`config.mk`:
```
export PLATFORM = sky130hd
export DESIGN_NAME = soc_ifc_top
export DESIGN_NICKNAME = d
export VERILOG_FILES = /design/src/soc_ifc_pkg.sv /design/src/soc_ifc_top.sv /design/src/soc_ifc_trng_bank.sv /design/src/soc_ifc_fuse_bank.sv /design/src/soc_ifc_arb.sv
export SDC_FILE = /design/constraint.sdc
export NUM_CORES = 1
export LEC_CHECK = 0
export ABC_AREA = 1
export BUFFER_PORTS_ARGS = -buffer_cell sky130_fd_sc_hd__buf_4
export CORE_MARGIN = 2
export CORE_UTILIZATION = 25
export CTS_BUF_LIST = sky130_fd_sc_hd__clkbuf_8 sky130_fd_sc_hd__clkbuf_16
export DETAILED_ROUTE_END_ITERATION = 16
export MAX_ROUTING_LAYER = met4
export SYNTH_ARGS = -nofsm -noshare
export SYNTH_HDL_FRONTEND = slang
export SYNTH_SLANG_ARGS = --single-unit
```
`constraint.sdc`:
```
create_clock -name clk -period 7.2 [get_ports clk]
set_input_delay 0.36 -clock clk [delete_from_list [all_inputs] [get_ports clk]]
set_output_delay 0.36 -clock clk [all_outputs]
set_load 0.01 [all_outputs]
```
`src/soc_ifc_pkg.sv`:
```
`default_nettype none

package soc_ifc_pkg;

    // Bus widths
    localparam int ADDR_W = 8;
    localparam int DATA_W = 32;
    localparam int USER_W = 8;

    typedef logic [ADDR_W-1:0] addr_t;
    typedef logic [DATA_W-1:0] data_t;
    typedef logic [USER_W-1:0] user_t;

    ////////////////////////////////////////////////////////////////////////////
    // Register map
    ////////////////////////////////////////////////////////////////////////////
    localparam addr_t FUSE_DONE_ADDR  = 8'h00;
    localparam addr_t FUSE_BASE_ADDR  = 8'h04;
    localparam int    FUSE_WORDS      = 8;
    localparam int    FUSE_IDX_W      = $clog2(FUSE_WORDS);
    localparam addr_t VALID_USER_ADDR = 8'h24;
    localparam addr_t USER_LOCK_ADDR  = 8'h28;
    localparam addr_t TRNG_BASE_ADDR  = 8'h2C;
    localparam int    TRNG_WORDS      = 4;
    localparam int    TRNG_IDX_W      = $clog2(TRNG_WORDS);

    // Microcontroller requests carry no user, so they get this one
    localparam user_t UC_USER = '1;

    ////////////////////////////////////////////////////////////////////////////
    // Request and response payloads
    ////////////////////////////////////////////////////////////////////////////
    typedef struct packed {
        logic  write;
        addr_t addr;
        data_t wdata;
        user_t user;
    } soc_req_t;

    typedef struct packed {
        logic  write;
        addr_t addr;
        data_t wdata;
    } uc_req_t;

    typedef struct packed {
        data_t rdata;
        logic  error;
    } resp_t;

    typedef struct packed {
        logic  write;
        logic  soc_req;
        addr_t addr;
        data_t wdata;
        user_t user;
    } bank_req_t;

    typedef struct packed {
        logic  hit;
        data_t rdata;
    } bank_resp_t;

    typedef enum logic [1:0] {
        ARB_IDLE   = 2'b00,
        ARB_ACCESS = 2'b01,
        ARB_RESP   = 2'b10
    } arb_state_t;

endpackage

`default_nettype wire
```
`src/soc_ifc_top.sv`:
```
`timescale 1ns/1ps
`default_nettype none

module soc_ifc_top (
    input  wire                       clk,
    input  wire                       cptra_noncore_rst_b,

    input  wire                       soc_req_valid_i,
    output logic                      soc_req_ready_o,
    input  soc_ifc_pkg::soc_req_t     soc_req_i,
    output logic                      soc_resp_valid_o,
    input  wire                       soc_resp_ready_i,
    output soc_ifc_pkg::resp_t        soc_resp_o,

    input  wire                       uc_req_valid_i,
    output logic                      uc_req_ready_o,
    input  soc_ifc_pkg::uc_req_t      uc_req_i,
    output logic                      uc_resp_valid_o,
    input  wire                       uc_resp_ready_i,
    output soc_ifc_pkg::resp_t        uc_resp_o,

    output logic                      fuse_done_o
);
    import soc_ifc_pkg::*;

    bank_req_t  bank_req;
    logic       bank_access;
    bank_resp_t fuse_resp;
    bank_resp_t trng_resp;

    ////////////////////////////////////////////////////////////////////////////
    // Requester arbitration
    ////////////////////////////////////////////////////////////////////////////
    soc_ifc_arb i_soc_ifc_arb (
        .clk                 (clk),
        .cptra_noncore_rst_b (cptra_noncore_rst_b),
        .soc_req_valid_i     (soc_req_valid_i),
        .soc_req_ready_o     (soc_req_ready_o),
        .soc_req_i           (soc_req_i),
        .soc_resp_valid_o    (soc_resp_valid_o),
        .soc_resp_ready_i    (soc_resp_ready_i),
        .soc_resp_o          (soc_resp_o),
        .uc_req_valid_i      (uc_req_valid_i),
        .uc_req_ready_o      (uc_req_ready_o),
        .uc_req_i            (uc_req_i),
        .uc_resp_valid_o     (uc_resp_valid_o),
        .uc_resp_ready_i     (uc_resp_ready_i),
        .uc_resp_o           (uc_resp_o),
        .bank_req_o          (bank_req),
        .bank_access_o       (bank_access),
        .fuse_resp_i         (fuse_resp),
        .trng_resp_i         (trng_resp)
    );

    ////////////////////////////////////////////////////////////////////////////
    // Register banks
    ////////////////////////////////////////////////////////////////////////////
    soc_ifc_fuse_bank i_soc_ifc_fuse_bank (
        .clk                 (clk),
        .cptra_noncore_rst_b (cptra_noncore_rst_b),
        .bank_req_i          (bank_req),
        .bank_access_i       (bank_access),
        .bank_resp_o         (fuse_resp),
        .fuse_done_o         (fuse_done_o)
    );

    soc_ifc_trng_bank i_soc_ifc_trng_bank (
        .clk                 (clk),
        .cptra_noncore_rst_b (cptra_noncore_rst_b),
        .bank_req_i          (bank_req),
        .bank_access_i       (bank_access),
        .bank_resp_o         (trng_resp)
    );

endmodule

`default_nettype wire

```
`src/soc_ifc_trng_bank.sv`:
```
`timescale 1ns/1ps
`default_nettype none

module soc_ifc_trng_bank (
    input  wire                       clk,
    input  wire                       cptra_noncore_rst_b,
    input  soc_ifc_pkg::bank_req_t    bank_req_i,
    input  wire                       bank_access_i,
    output soc_ifc_pkg::bank_resp_t   bank_resp_o
);
    import soc_ifc_pkg::*;

    user_t                 valid_user_q;
    logic                  user_lock_q;
    data_t                 trng_q [TRNG_WORDS];
    addr_t                 trng_off;
    logic [TRNG_IDX_W-1:0] trng_idx;
    logic                  user_hit;
    logic                  lock_hit;
    logic                  trng_hit;
    logic                  user_ok;
    logic                  wr_en;

    assign user_hit = (bank_req_i.addr == VALID_USER_ADDR);
    assign lock_hit = (bank_req_i.addr == USER_LOCK_ADDR);

    assign trng_off = bank_req_i.addr - TRNG_BASE_ADDR;
    assign trng_idx = trng_off[TRNG_IDX_W+1:2];
    assign trng_hit = (trng_off[1:0] == 2'b00) &&
                      (trng_off[ADDR_W-1:TRNG_IDX_W+2] == '0);

    // Entropy is writable only by the SoC under the registered user
    assign user_ok = bank_req_i.soc_req && (bank_req_i.user == valid_user_q);
    assign wr_en   = bank_access_i & bank_req_i.write;

    always_ff @(posedge clk or negedge cptra_noncore_rst_b) begin
        if (!cptra_noncore_rst_b) begin
            valid_user_q <= '0;
            user_lock_q  <= 1'b0;
            for (int i = 0; i < TRNG_WORDS; i++) begin
                trng_q[i] <= '0;
            end
        end else begin
            // Lock freezes both the user and itself
            if (wr_en && !user_lock_q) begin
                if (user_hit) begin
                    valid_user_q <= bank_req_i.wdata[USER_W-1:0];
                end
                if (lock_hit) begin
                    user_lock_q <= bank_req_i.wdata[0];
                end
            end
            if (wr_en && trng_hit && user_ok) begin
                trng_q[trng_idx] <= bank_req_i.wdata;
            end
        end
    end

    // Every address of this bank reads back
    always_comb begin
        bank_resp_o.hit   = user_hit | lock_hit | trng_hit;
        bank_resp_o.rdata = '0;
        if (user_hit) begin
            bank_resp_o.rdata = data_t'(valid_user_q);
        end else if (lock_hit) begin
            bank_resp_o.rdata = data_t'(user_lock_q);
        end else if (trng_hit) begin
            bank_resp_o.rdata = trng_q[trng_idx];
        end
    end

endmodule

`default_nettype wire

```
`src/soc_ifc_fuse_bank.sv`:
```
`timescale 1ns/1ps
`default_nettype none

module soc_ifc_fuse_bank (
    input  wire                       clk,
    input  wire                       cptra_noncore_rst_b,
    input  soc_ifc_pkg::bank_req_t    bank_req_i,
    input  wire                       bank_access_i,
    output soc_ifc_pkg::bank_resp_t   bank_resp_o,
    output logic                      fuse_done_o
);
    import soc_ifc_pkg::*;

    data_t                 fuse_q [FUSE_WORDS];
    logic                  fuse_done_q;
    addr_t                 fuse_off;
    logic [FUSE_IDX_W-1:0] fuse_idx;
    logic                  done_hit;
    logic                  fuse_hit;
    logic                  wr_en;

    // Word aligned and inside the fuse window
    assign fuse_off = bank_req_i.addr - FUSE_BASE_ADDR;
    assign fuse_idx = fuse_off[FUSE_IDX_W+1:2];
    assign fuse_hit = (fuse_off[1:0] == 2'b00) &&
                      (fuse_off[ADDR_W-1:FUSE_IDX_W+2] == '0);
    assign done_hit = (bank_req_i.addr == FUSE_DONE_ADDR);

    assign wr_en = bank_access_i & bank_req_i.write;

    always_ff @(posedge clk or negedge cptra_noncore_rst_b) begin
        if (!cptra_noncore_rst_b) begin
            fuse_done_q <= 1'b0;
            for (int i = 0; i < FUSE_WORDS; i++) begin
                fuse_q[i] <= '0;
            end
        end else begin
            // Done is sticky until the next reset
            if (wr_en && done_hit && bank_req_i.wdata[0]) begin
                fuse_done_q <= 1'b1;
            end
            // Locked fuse writes are dropped without an error
            if (wr_en && fuse_hit && !fuse_done_q) begin
                fuse_q[fuse_idx] <= bank_req_i.wdata;
            end
        end
    end

    always_comb begin
        bank_resp_o.hit   = 1'b0;
        bank_resp_o.rdata = '0;
        if (done_hit) begin
            bank_resp_o.hit   = 1'b1;
            bank_resp_o.rdata = data_t'(fuse_done_q);
        end else if (fuse_hit) begin
            bank_resp_o.hit   = 1'b1;
            bank_resp_o.rdata = fuse_q[fuse_idx];
        end
    end

    assign fuse_done_o = fuse_done_q;

endmodule

`default_nettype wire

```
`src/soc_ifc_arb.sv`:
```
`timescale 1ns/1ps
`default_nettype none

module soc_ifc_arb (
    input  wire                       clk,
    input  wire                       cptra_noncore_rst_b,

    input  wire                       soc_req_valid_i,
    output logic                      soc_req_ready_o,
    input  soc_ifc_pkg::soc_req_t     soc_req_i,
    output logic                      soc_resp_valid_o,
    input  wire                       soc_resp_ready_i,
    output soc_ifc_pkg::resp_t        soc_resp_o,

    input  wire                       uc_req_valid_i,
    output logic                      uc_req_ready_o,
    input  soc_ifc_pkg::uc_req_t      uc_req_i,
    output logic                      uc_resp_valid_o,
    input  wire                       uc_resp_ready_i,
    output soc_ifc_pkg::resp_t        uc_resp_o,

    output soc_ifc_pkg::bank_req_t    bank_req_o,
    output logic                      bank_access_o,
    input  soc_ifc_pkg::bank_resp_t   fuse_resp_i,
    input  soc_ifc_pkg::bank_resp_t   trng_resp_i
);
    import soc_ifc_pkg::*;

    arb_state_t state_q;
    arb_state_t state_d;
    // Set when the microcontroller holds the current or most recent grant
    logic       gnt_uc_q;
    logic       tie;
    logic       soc_go;
    logic       uc_go;
    logic       resp_done;
    resp_t      resp_q;

    ////////////////////////////////////////////////////////////////////////////
    // Round robin grant
    ////////////////////////////////////////////////////////////////////////////
    // On a tie only the side that was not granted last sees ready
    assign tie             = soc_req_valid_i & uc_req_valid_i;
    assign soc_req_ready_o = (state_q == ARB_IDLE) & ~(tie & ~gnt_uc_q);
    assign uc_req_ready_o  = (state_q == ARB_IDLE) & ~(tie & gnt_uc_q);

    assign soc_go = soc_req_valid_i & soc_req_ready_o;
    assign uc_go  = uc_req_valid_i & uc_req_ready_o;

    ////////////////////////////////////////////////////////////////////////////
    // Access sequencing
    ////////////////////////////////////////////////////////////////////////////
    assign resp_done = (soc_resp_valid_o & soc_resp_ready_i) |
                       (uc_resp_valid_o & uc_resp_ready_i);

    always_comb begin
        state_d = state_q;
        case (state_q)
            ARB_IDLE: begin
                if (soc_go | uc_go) begin
                    state_d = ARB_ACCESS;
                end
            end
            ARB_ACCESS: state_d = ARB_RESP;
            ARB_RESP: begin
                if (resp_done) begin
                    state_d = ARB_IDLE;
                end
            end
            default: state_d = ARB_IDLE;
        endcase
    end

    always_ff @(posedge clk or negedge cptra_noncore_rst_b) begin
        if (!cptra_noncore_rst_b) begin
            state_q  <= ARB_IDLE;
            gnt_uc_q <= 1'b1;
        end else begin
            state_q <= state_d;
            if (soc_go) begin
                gnt_uc_q <= 1'b0;
            end else if (uc_go) begin
                gnt_uc_q <= 1'b1;
            end
        end
    end

    // Latch the winner and flag which side issued it
    always_ff @(posedge clk) begin
        if (soc_go) begin
            bank_req_o.write   <= soc_req_i.write;
            bank_req_o.soc_req <= 1'b1;
            bank_req_o.addr    <= soc_req_i.addr;
            bank_req_o.wdata   <= soc_req_i.wdata;
            bank_req_o.user    <= soc_req_i.user;
        end else if (uc_go) begin
            bank_req_o.write   <= uc_req_i.write;
            bank_req_o.soc_req <= 1'b0;
            bank_req_o.addr    <= uc_req_i.addr;
            bank_req_o.wdata   <= uc_req_i.wdata;
            bank_req_o.user    <= UC_USER;
        end
    end

    assign bank_access_o = (state_q == ARB_ACCESS);

    // A miss in both banks is an error
    always_ff @(posedge clk) begin
        if (state_q == ARB_ACCESS) begin
            resp_q.error <= ~(fuse_resp_i.hit | trng_resp_i.hit);
            if (fuse_resp_i.hit) begin
                resp_q.rdata <= fuse_resp_i.rdata;
            end else if (trng_resp_i.hit) begin
                resp_q.rdata <= trng_resp_i.rdata;
            end else begin
                resp_q.rdata <= '0;
            end
        end
    end

    assign soc_resp_valid_o = (state_q == ARB_RESP) & ~gnt_uc_q;
    assign uc_resp_valid_o  = (state_q == ARB_RESP) & gnt_uc_q;
    assign soc_resp_o       = resp_q;
    assign uc_resp_o        = resp_q;

endmodule

`default_nettype wire

```
==> results.cfg, run 1 <==
[floorplanning]
dieHeight_um = 303.9
io_pins = 167
die_w_um = 303.9
start_util = 0.2532
dieArea_sq_um = 92320
core_sq_um = 88780
rows = 109

[route]
finalWirelength_mm = 65.65
vias = 18540
dr.pass1.iters = 5
wl_per_cell_um = 16.81
drt.antenna.violating_nets = 0
drc = 0
dr.first_iter.drc_count = 1994
avgViaCountPerCell = 4.746

[timing]
fin_worst_skew_ns = 0.02049
rsz0062_at_grt = false
finalHoldViolations = 0
whs_ns = 0.03385
drv_slew = 0
post-route-min-period_ns = 4.460
worst_pin_slew_ns = 1.058
fin_tns_setup_ns = 0
period_share = 0.6194
final-setup-viol-count = 0
relSlewSlack = 0.2944
max_freq_mhz = 224.2

[final_layout]
final_common_cell = nand2_1
layout_common_cells = nand2_1, dfrtp_1, o21ai_0, nor2_1, buf_4
multiInputGateArea_sq_um = 8670
area.sequential_sq_um = 12420
antenna_cells = 0
nets = 2798
drive_gt1_frac = 0.1167
synthToLayoutAreaGrowth_pct = 16.05
n_fill_cell = 9376

[power]
switching_share = 0.4091
p_per_area_nw_per_um2 = 390.0
pwr-share-comb = 0.363
leakagePower_uw = 0.01223
vdd_drop_max_mv = 0.4602
pwr-share-clk = 0.264
power.internal_uw = 6013
switchingPower_uw = 4162
pwr-share-seq = 0.373

[worst_setup_path]
arrival_ns = 4.94
cp.required_ns = 7.68
path_max_fanout = 199
slowest_stage = nand3_2
crit_path_frequent_cell = nand2_1
critPathTopFamily = buffers and inverters
crit_chain = buf_12 > ha_1 > buf_4 > nand2_1 > nor2_1 > nor2_1 > nor2_4 > buf_4 > nand3_2 > nand2_1 > nand2_1
cp-start-kind = register
cp_num_buf_inv = 3
worstSetupPathType = register to register
slowest_delay_ns = 0.93
cp-end-kind = register

[yosys]
synth_area_sq_um = 22480
ys_ff_latch = 480
synth.avg_cell_area_sq_um = 8.419
synthFlopType = dfrtp_1
ys_warn_count = 0
synth-edff-count = 82
synth_cell_types = 35
yosysSeqAreaShare = 0.5525
syn_inst = 2670
ys_async_sr_fraction = 0.8271
synth_nets = 2770

[global_routing]
grt.total_usage = 0.1434
grt_overflow = 0
grt_max_degree = 200
grt_first_pass_wirelength_mm = 103.9
grt_pass1_vias = 17670
antenna_found_initial = 0

[placed_design]
portBuffers = 166
dpl.hpwl_mm = 38.35
place.gp.congestion = 0.8018

[clock_network]
clockBufferDepth = 3
cts_buffers = 52
h-tree-depth = 2
clockRootBuffer = clkbuf_16
cts_tree = done
clkSinkCount = 480
insertion_delay_ns = 0.61
clkTransAtPathRegs_ns = 0.06

[hold_path]
hold_path.class = input pin to register

[run]
maxCapViolCount = 0

[outcome]
outcome = finished, final reports clean
## per-layer routing
layer,share of wire,up-vias,track usage
met2,0.45,603,0.2167
met5,0,-,-
met4,0.024,0,0.04154
met1,0.46,8925,0.2005
li1,-,8910,-
met3,0.063,100,0.01915
## stage by stage
step / worst slack [ns] / util / instance area [sq um] / std cells / total power [uW]
6_report: 2.740 / 0.2938 / 26090 / 3906 / 10170
5_1_grt: 2.467 / 0.2938 / 26090 / 3906 / 10840
4_1_cts: 2.770 / 0.2938 / 26090 / 3906 / 10240
3_5_place_dp: 2.797 / 0.2736 / 24290 / 3803 / 7536
3_3_place_gp: 2.848 / 0.2736 / 24290 / 3803 / 7507
2_1_floorplan: 4.474 / - / 22480 / 2670 / 6162
## synthesized netlist by cell type (34+ instances only)
master | n | area (sq um)
edfxtp_1 | 82 | 2462
inv_1 | 59 | 221.5
buf_4 | 34 | 255.2
nand2_1 | 781 | 2932
o21ai_0 | 376 | 1882
clkbuf_1 | 96 | 360.4
dfrtp_1 | 396 | 9910
a22o_1 | 41 | 359.1
nand3_1 | 90 | 450.4
buf_2 | 65 | 325.3
nor2_1 | 334 | 1254
o21ai_1 | 68 | 340.3
nand4_1 | 128 | 800.8
## power by group through the flow
| stage | logic [uW] | clock network (uW) | registers [uW] |
|---|---|---|---|
| 2_1_floorplan | 2490 | 0 | 3670 |
| 3_3_place_gp | 3670 | 0 | 3840 |
| 3_5_place_dp | 3700 | 0 | 3840 |
| 4_1_cts | 3710 | 2740 | 3800 |
| 5_1_grt | 4130 | 2850 | 3860 |
| 6_report | 3690 | 2690 | 3790 |
## registers in the layout, summed over array words and instances (netlist names), 2 cells and up
name / count
i_soc_ifc_arb.bank_req_o: 50
i_soc_ifc_arb.soc_resp_o: 33
i_soc_ifc_arb.state_q: 2
i_soc_ifc_fuse_bank.fuse_q: 256
i_soc_ifc_trng_bank.trng_q: 128
i_soc_ifc_trng_bank.valid_user_q: 8
## area by class of cell
type                    instances  area share
clock buffers                  64     0.05751
clock inverters                33    0.008873
inverters                      66    0.009689
multi-input cells            1897      0.3323
flip-flops and latches        480      0.4760
well taps                    1165     0.05588
repair buffers                201     0.05967
## logic make-up after synthesis
group | share of synthesized area
AOI/OAI and AO/OA | 0.1261
xor gates and xnor gates | 0.0007794
adders and majority gates | 0.002227
buffers and inverters | 0.06340
DFF | 0.5525
and+or+nand+nor | 0.2551
## final timing paths
| check | slack (ns) | startpoint | depth (start not counted) | endpoint |
|---|---|---|---|---|
| worst max-delay path | 2.74 | i_soc_ifc_arb.bank_req_o[42]$_DFFE_PP_ | 11 | i_soc_ifc_trng_bank.trng_q[121]$_DFFE_PN0P_ |
| worst min register to register | 0.45 | i_soc_ifc_arb.bank_req_o[48]$_SDFFE_PP1P_ | 2 | i_soc_ifc_arb.bank_req_o[48]$_SDFFE_PP1P_ |
| worst max register to register | 2.74 | i_soc_ifc_arb.bank_req_o[42]$_DFFE_PP_ | 11 | i_soc_ifc_trng_bank.trng_q[121]$_DFFE_PN0P_ |
| max in group asynchronous | 5.28 | cptra_noncore_rst_b | 3 | i_soc_ifc_fuse_bank.fuse_q[28]$_DFFE_PN0P_ |
| worst min-delay path | 0.03 | soc_req_i[27] | 2 | i_soc_ifc_arb.bank_req_o[27]$_DFFE_PP_ |
| min in group asynchronous | 0.36 | cptra_noncore_rst_b | 2 | i_soc_ifc_fuse_bank.fuse_q[55]$_DFFE_PN0P_ |
## timing repair
action	in CTS	in global routing
hold buffers	6	0
resized for setup	0	0
hold endpoints to repair	101	0
setup buffers	0	0
Note: power is estimated with default switching activity, not from simulation.
==> run 2, diff against run 1 <==
clock period = 3.6 ns   (was 7.2 ns; I/O delays follow)
==> run 2 against run 1 <==
Clock skew grew 0.0070 ns. Critical path type unchanged. Wire length increased by 7.3%. Total power increased by 110%. Clock power increased by 110%. Via count is 3.7% higher. Flip-flop and latch count unchanged. Worst setup slack got worse by 2.1 ns. Critical endpoint is now i_soc_ifc_fuse_bank.fuse_q[252]$_DFFE_PN0P_. Largest power group is now combinational logic. Core utilization rose by 1.5 points. Sequential power rose by 100%. Worst hold slack gained 0.083 ns. Design area is 5.1% higher. Fmax is 49% higher.
==> results.cfg, run 2 (synthesis gave the netlist of run 1 again) <==
[global_routing]
grt.total_usage = 0.1548
grt_overflow = 0
grt_max_degree = 196
grt_pass1_vias = 18420
antenna_found_initial = 1
grt_first_pass_wirelength_mm = 111.5

[hold_path]
hold_depth = 8
holdCritStartpoint = uc_req_valid_i
hold_path.class = input pin to register
min_to = i_soc_ifc_arb.state_q[0]$_DFFE_PN0P_

[power]
pwr-share-comb = 0.376
vdd_drop_max_mv = 0.7528
switching_share = 0.4094
pwr-share-clk = 0.264
leakagePower_uw = 0.01286
switchingPower_uw = 8706
power.internal_uw = 12560
p_per_area_nw_per_um2 = 775.9
pwr-share-seq = 0.360

[timing]
period_share = 0.8306
relSlewSlack = 0.2907
final-setup-viol-count = 0
max_freq_mhz = 334.4
whs_ns = 0.1171
fin_worst_skew_ns = 0.02749
rsz0062_at_grt = false
finalHoldViolations = 0
final.setup.worst_slack_ns = 0.6099
worst_pin_slew_ns = 1.064
fin_tns_setup_ns = 0
drv_slew = 0
post-route-min-period_ns = 2.990

[worst_setup_path]
worstSetupPathType = register to register
cp.required_ns = 4.08
slowest_stage = edfxtp_1
crit_chain = inv_6 > ha_4 > nand2_2 > nand2_1 > nand3_2 > nor2_8 > buf_4 > nand3_4 > buf_12 > nand2_1 > o21ai_1
slowest_delay_ns = 0.60
crit_path_frequent_cell = nand2_1
r2r-end = i_soc_ifc_fuse_bank.fuse_q[252]$_DFFE_PN0P_
path_max_fanout = 42
rr_worst_depth = 11
arrival_ns = 3.47
r2r_slack_ns = 0.61
cp-end-kind = register
reg2reg_from = i_soc_ifc_arb.bank_req_o[42]$_DFFE_PP_
cp-start-kind = register

[final_layout]
nets = 2906
final_common_cell = nand2_1
largestRegisters = i_soc_ifc_fuse_bank.fuse_q x256, i_soc_ifc_trng_bank.trng_q x128, i_soc_ifc_arb.bank_req_o x50
layout_common_cells = nand2_1, dfrtp_1, o21ai_0, nor2_1, buf_4
synthToLayoutAreaGrowth_pct = 21.95
regMostFlops = i_soc_ifc_fuse_bank.fuse_q
drive_gt1_frac = 0.1182
largest_reg_flops = 256
fin_area_sq_um = 27410

[placed_design]
dp_slack_ns = 0.6353
dpl.hpwl_mm = 40.86
dpl_cell_area_sq_um = 24640
place.gp.congestion = 0.8419
portBuffers = 166

[floorplanning]
dieHeight_um = 303.9
io_pins = 167
dieArea_sq_um = 92320
start_util = 0.2532
core_sq_um = 88780
die_w_um = 303.9
rows = 109

[route]
wl_per_cell_um = 17.55
dr.pass1.iters = 6
vias = 19220
avgViaCountPerCell = 4.786
finalWirelength_mm = 70.47
drt.antenna.violating_nets = 0
dr.first_iter.drc_count = 1913
drc = 0

[outcome]
outcome = finished, final reports clean

[clock_network]
cts_resized = 0
clkTransAtPathRegs_ns = 0.06
clockRootBuffer = clkbuf_16
insertion_delay_ns = 0.61
cts_buffers = 52
cts_tree = done
clockBufferDepth = 3
post_cts_buffers = 0
h-tree-depth = 2
clkSinkCount = 480

[run]
maxCapViolCount = 0
==> run 2: cell count changes in the layout (fill, tap and decap cells not counted), moves of 2 or more <==
cell,change
dlygate4sd3_1,+89
buf_12,+17
clkinv_1,+5
bufinv_16,+4
clkinv_2,-4
inv_1,-4
buf_4,+2
clkbuf_16,-2
clkinv_4,+2
clkinvlp_4,+2
nand3_1,+2
nand3_2,-2
==> run 2: worst max-delay path by stage <==
stage	start	end	slack [ns]	depth (start not counted)
after global placement	i_soc_ifc_arb.bank_req_o[42]$_DFFE_PP_	i_soc_ifc_fuse_bank.fuse_q[243]$_DFFE_PN0P_	0.70	11
after detailed placement	i_soc_ifc_arb.bank_req_o[42]$_DFFE_PP_	i_soc_ifc_fuse_bank.fuse_q[243]$_DFFE_PN0P_	0.64	11
after floorplan	i_soc_ifc_arb.bank_req_o[42]$_DFFE_PP_	i_soc_ifc_arb.soc_resp_o[3]$_DFFE_PN_	0.87	15
after global routing	i_soc_ifc_arb.bank_req_o[42]$_DFFE_PP_	i_soc_ifc_fuse_bank.fuse_q[34]$_DFFE_PN0P_	0.41	10
after CTS	i_soc_ifc_arb.bank_req_o[42]$_DFFE_PP_	i_soc_ifc_fuse_bank.fuse_q[42]$_DFFE_PN0P_	0.61	10
final	i_soc_ifc_arb.bank_req_o[42]$_DFFE_PP_	i_soc_ifc_fuse_bank.fuse_q[252]$_DFFE_PN0P_	0.61	11
==> run 2: metal layers <==
| metal | track usage | wire length (um) | vias up |
|---|---|---|---|
| li1 | - | - | 9147 |
| met1 | 0.2100 | 31420 | 9222 |
| met2 | 0.2374 | 32240 | 729 |
| met3 | 0.02528 | 4853 | 124 |
| met4 | 0.04663 | 1963 | 0 |
| met5 | - | 0 | - |
==> run 2: critical path, delay by kind of cell, from the launching register on <==
kind | cells | cell delay, ns
DFF | 1 | 0.60
and+or+nand+nor | 6 | 1.10
adders and majority gates | 1 | 0.17
AOI/OAI and AO/OA | 1 | 0.07
buffers and inverters | 3 | 0.89
==> run 2: per-stage QoR <==
stage | instances | utilization | power [uW]
after floorplan | 2670 | - | 12320
after global placement | 3822 | 0.2776 | 15390
after detailed placement | 3822 | 0.2776 | 15400
after CTS | 4015 | 0.3087 | 21320
after global routing | 4016 | 0.3087 | 22580
final | 4016 | 0.3087 | 21270
==> run 2: power by group through the flow <==
stage                     combinational (uW)  clock, uW  sequential [uW]
after floorplan                         4980          0             7340
after global placement                  7640          0             7750
after detailed placement                7660          0             7740
after CTS                               7940       5720             7660
after global routing                    8860       5940             7780
final                                   8000       5620             7650
==> run 2: area by class of cell <==
cell class                 instances  area, sq um
multi-input combinational       1897         8665
clock buffer                      62         1450
inverter                          66        252.7
sequential                       480        12420
timing repair buffer             309         2803
tap                             1165         1458
antenna                            1        2.502
fill                            9168        61370
clock inverter                    36        362.8
==> run 2: what timing repair did <==
action | 4_1_cts | 5_1_grt
endpoints found under the hold margin | 141 | 0
endpoints found under the setup margin | 0 | 0
hold buffers | 95 | 0
==> run 3, diff against run 2 <==
clock period = 2.4 ns   (was 3.6 ns; I/O delays follow)
==> run 3 against run 2 <==
Critical path depth decreased by 3. Final cell count increased by 1.4%. Register-to-register slack got worse by 0.49 ns. Non-clock buffer count increased by 60. Largest power group unchanged. Highest routed layer unchanged.
==> results.cfg, run 3 (synthesis gave the netlist of run 1 again) <==
[outcome]
outcome = finished, final reports clean

[final_layout]
antenna_cells = 0
regMostFlops = i_soc_ifc_fuse_bank.fuse_q
n_fill_cell = 9210
layout_common_cells = nand2_1, dfrtp_1, o21ai_0, nor2_1, buf_4
multiInputGateArea_sq_um = 8662
drive_gt1_frac = 0.1314
synthToLayoutAreaGrowth_pct = 23.99
final_common_cell = nand2_1
largestRegisters = i_soc_ifc_fuse_bank.fuse_q x256, i_soc_ifc_trng_bank.trng_q x128, i_soc_ifc_arb.bank_req_o x50
area.sequential_sq_um = 12420
nets = 2966
largest_reg_flops = 256

[power]
p_per_area_nw_per_um2 = 1138
vdd_drop_max_mv = 0.9358
power.internal_uw = 18820
pwr-share-clk = 0.242
pwr-share-comb = 0.398
switchingPower_uw = 12890
leakagePower_uw = 0.01315
switching_share = 0.4065
pwr-share-seq = 0.360

[worst_setup_path]
reg2reg_from = i_soc_ifc_arb.gnt_uc_q$_DFFE_PN1P_
r2r_slack_ns = 0.12
cp-end-kind = register
arrival_ns = 2.64
rr_worst_depth = 8
worstSetupPathType = register to register
cp.required_ns = 2.76
r2r-end = i_soc_ifc_arb.bank_req_o[34]$_DFFE_PP_
crit_path_start = i_soc_ifc_arb.gnt_uc_q$_DFFE_PN1P_
endpoint = i_soc_ifc_arb.bank_req_o[34]$_DFFE_PP_
cp-start-kind = register
path_max_fanout = 41

[clock_network]
cts_buffers = 52
clkSinkCount = 480
clkTransAtPathRegs_ns = 0.06
h-tree-depth = 2
clockRootBuffer = clkbuf_16
insertion_delay_ns = 0.62
clockBufferDepth = 3
cts_tree = done

[route]
finalWirelength_mm = 68.41
drt.antenna.violating_nets = 0
wl_per_cell_um = 16.80
drc = 0
vias = 19210
avgViaCountPerCell = 4.715
dr.first_iter.drc_count = 1546
dr.pass1.iters = 5

[placed_design]
place.gp.congestion = 0.8214
dp_slack_ns = 0.1138
dpl.hpwl_mm = 40.92
portBuffers = 166

[global_routing]
grt_max_degree = 137
grt.total_usage = 0.1501
grt_first_pass_wirelength_mm = 108.1
grt_pass1_vias = 18330
antenna_found_initial = 0
grt_overflow = 0

[floorplanning]
dieHeight_um = 303.9
start_util = 0.2532
io_pins = 167
rows = 109
core_sq_um = 88780
dieArea_sq_um = 92320
die_w_um = 303.9

[timing]
relSlewSlack = 0.4611
post-route-min-period_ns = 2.281
period_share = 0.9504
drv_slew = 0
worst_pin_slew_ns = 0.8084
final.setup.worst_slack_ns = 0.1189
finalHoldViolations = 0
final-setup-viol-count = 0
rsz0062_at_grt = false
fin_tns_setup_ns = 0
fin_worst_skew_ns = 0.02610
max_freq_mhz = 438.4

[hold_path]
hold_path.class = input pin to async pin

[run]
maxCapViolCount = 0
[run 3: cell count changes in the layout (fill, tap and decap cells not counted), moves of 2 or more]
cell           delta
dlygate4sd3_1    +10
clkbuf_8          +3
buf_12           +13
bufinv_16         -6
buf_4            +36
clkinv_4          -2
inv_1             +5
clkinv_2          +2
nor2_2            +2
[run 3: worst min path at each step]
| stage | from | to | depth (start not counted) |
|---|---|---|---|
| 4_1_cts | cptra_noncore_rst_b | i_soc_ifc_fuse_bank.fuse_q[49]$_DFFE_PN0P_ | 2 |
| 5_1_grt | cptra_noncore_rst_b | i_soc_ifc_fuse_bank.fuse_q[49]$_DFFE_PN0P_ | 2 |
| 3_5_place_dp | cptra_noncore_rst_b | i_soc_ifc_fuse_bank.fuse_q[49]$_DFFE_PN0P_ | 1 |
| 3_3_place_gp | cptra_noncore_rst_b | i_soc_ifc_fuse_bank.fuse_q[49]$_DFFE_PN0P_ | 1 |
| 2_1_floorplan | cptra_noncore_rst_b | i_soc_ifc_arb.state_q[0]$_DFFE_PN0P_ | 0 |
| 6_report | cptra_noncore_rst_b | i_soc_ifc_fuse_bank.fuse_q[49]$_DFFE_PN0P_ | 2 |
[run 3: cell type report]
type	instances	share of cell area
clock buffer	64	0.05262
clock inverter	32	0.005926
inverter	66	0.009203
multi-input combinational	1897	0.3108
sequential	480	0.4456
tap	1165	0.05230
timing repair buffer	369	0.1236
[run 3: critical path, cell delays in order (launching register included)]
cell           delay, ns
dfstp_2             0.56
nand3_1             0.08
nand2_1             0.06
inv_1               0.05
nand2_1             0.08
clkinv_1            0.10
buf_6               0.21
a22o_1              0.26
dlygate4sd3_1       0.60
[run 3: power by group through the flow]
stage / Combinational (uW) / Sequential [uW] / Clock (uW)
6_report: 12600 / 11400 / 7670
5_1_grt: 14000 / 11600 / 8140
4_1_cts: 12600 / 11400 / 7810
3_5_place_dp: 12100 / 11600 / 0
3_3_place_gp: 12000 / 11600 / 0
2_1_floorplan: 7520 / 11000 / 0
[run 3: layer usage]
| metal | global-route usage | vias up | part of all wire |
|---|---|---|---|
| met3 | 0.01915 | 86 | 0.053 |
| met2 | 0.2427 | 542 | 0.47 |
| met4 | 0.03552 | 0 | 0.020 |
| li1 | - | 9266 | - |
| met5 | - | - | 0 |
| met1 | 0.2004 | 9312 | 0.46 |
[run 3: timing repair]
| item | 4_1_cts | 5_1_grt |
|---|---|---|
| gates resized for setup | 0 | 1 |
| hold endpoints to repair | 445 | 0 |
| setup endpoints to repair | 0 | 17 |
| buffers inserted | 0 | 3 |
| hold buffers | 105 | 0 |
[run 3: stage by stage]
stage / instances / total power [uW] / util / instance area (sq um) / hold WS [ns]
2_1_floorplan: 2670 / 18530 / - / 22510 / -0.1756
3_3_place_gp: 3869 / 23600 / 0.2833 / 25150 / 0.1089
3_5_place_dp: 3869 / 23620 / 0.2833 / 25150 / 0.1076
4_1_cts: 4070 / 31820 / 0.3135 / 27830 / 0.06666
5_1_grt: 4073 / 33720 / 0.3139 / 27870 / 0.09261
6_report: 4073 / 31710 / 0.3139 / 27870 / 0.04112
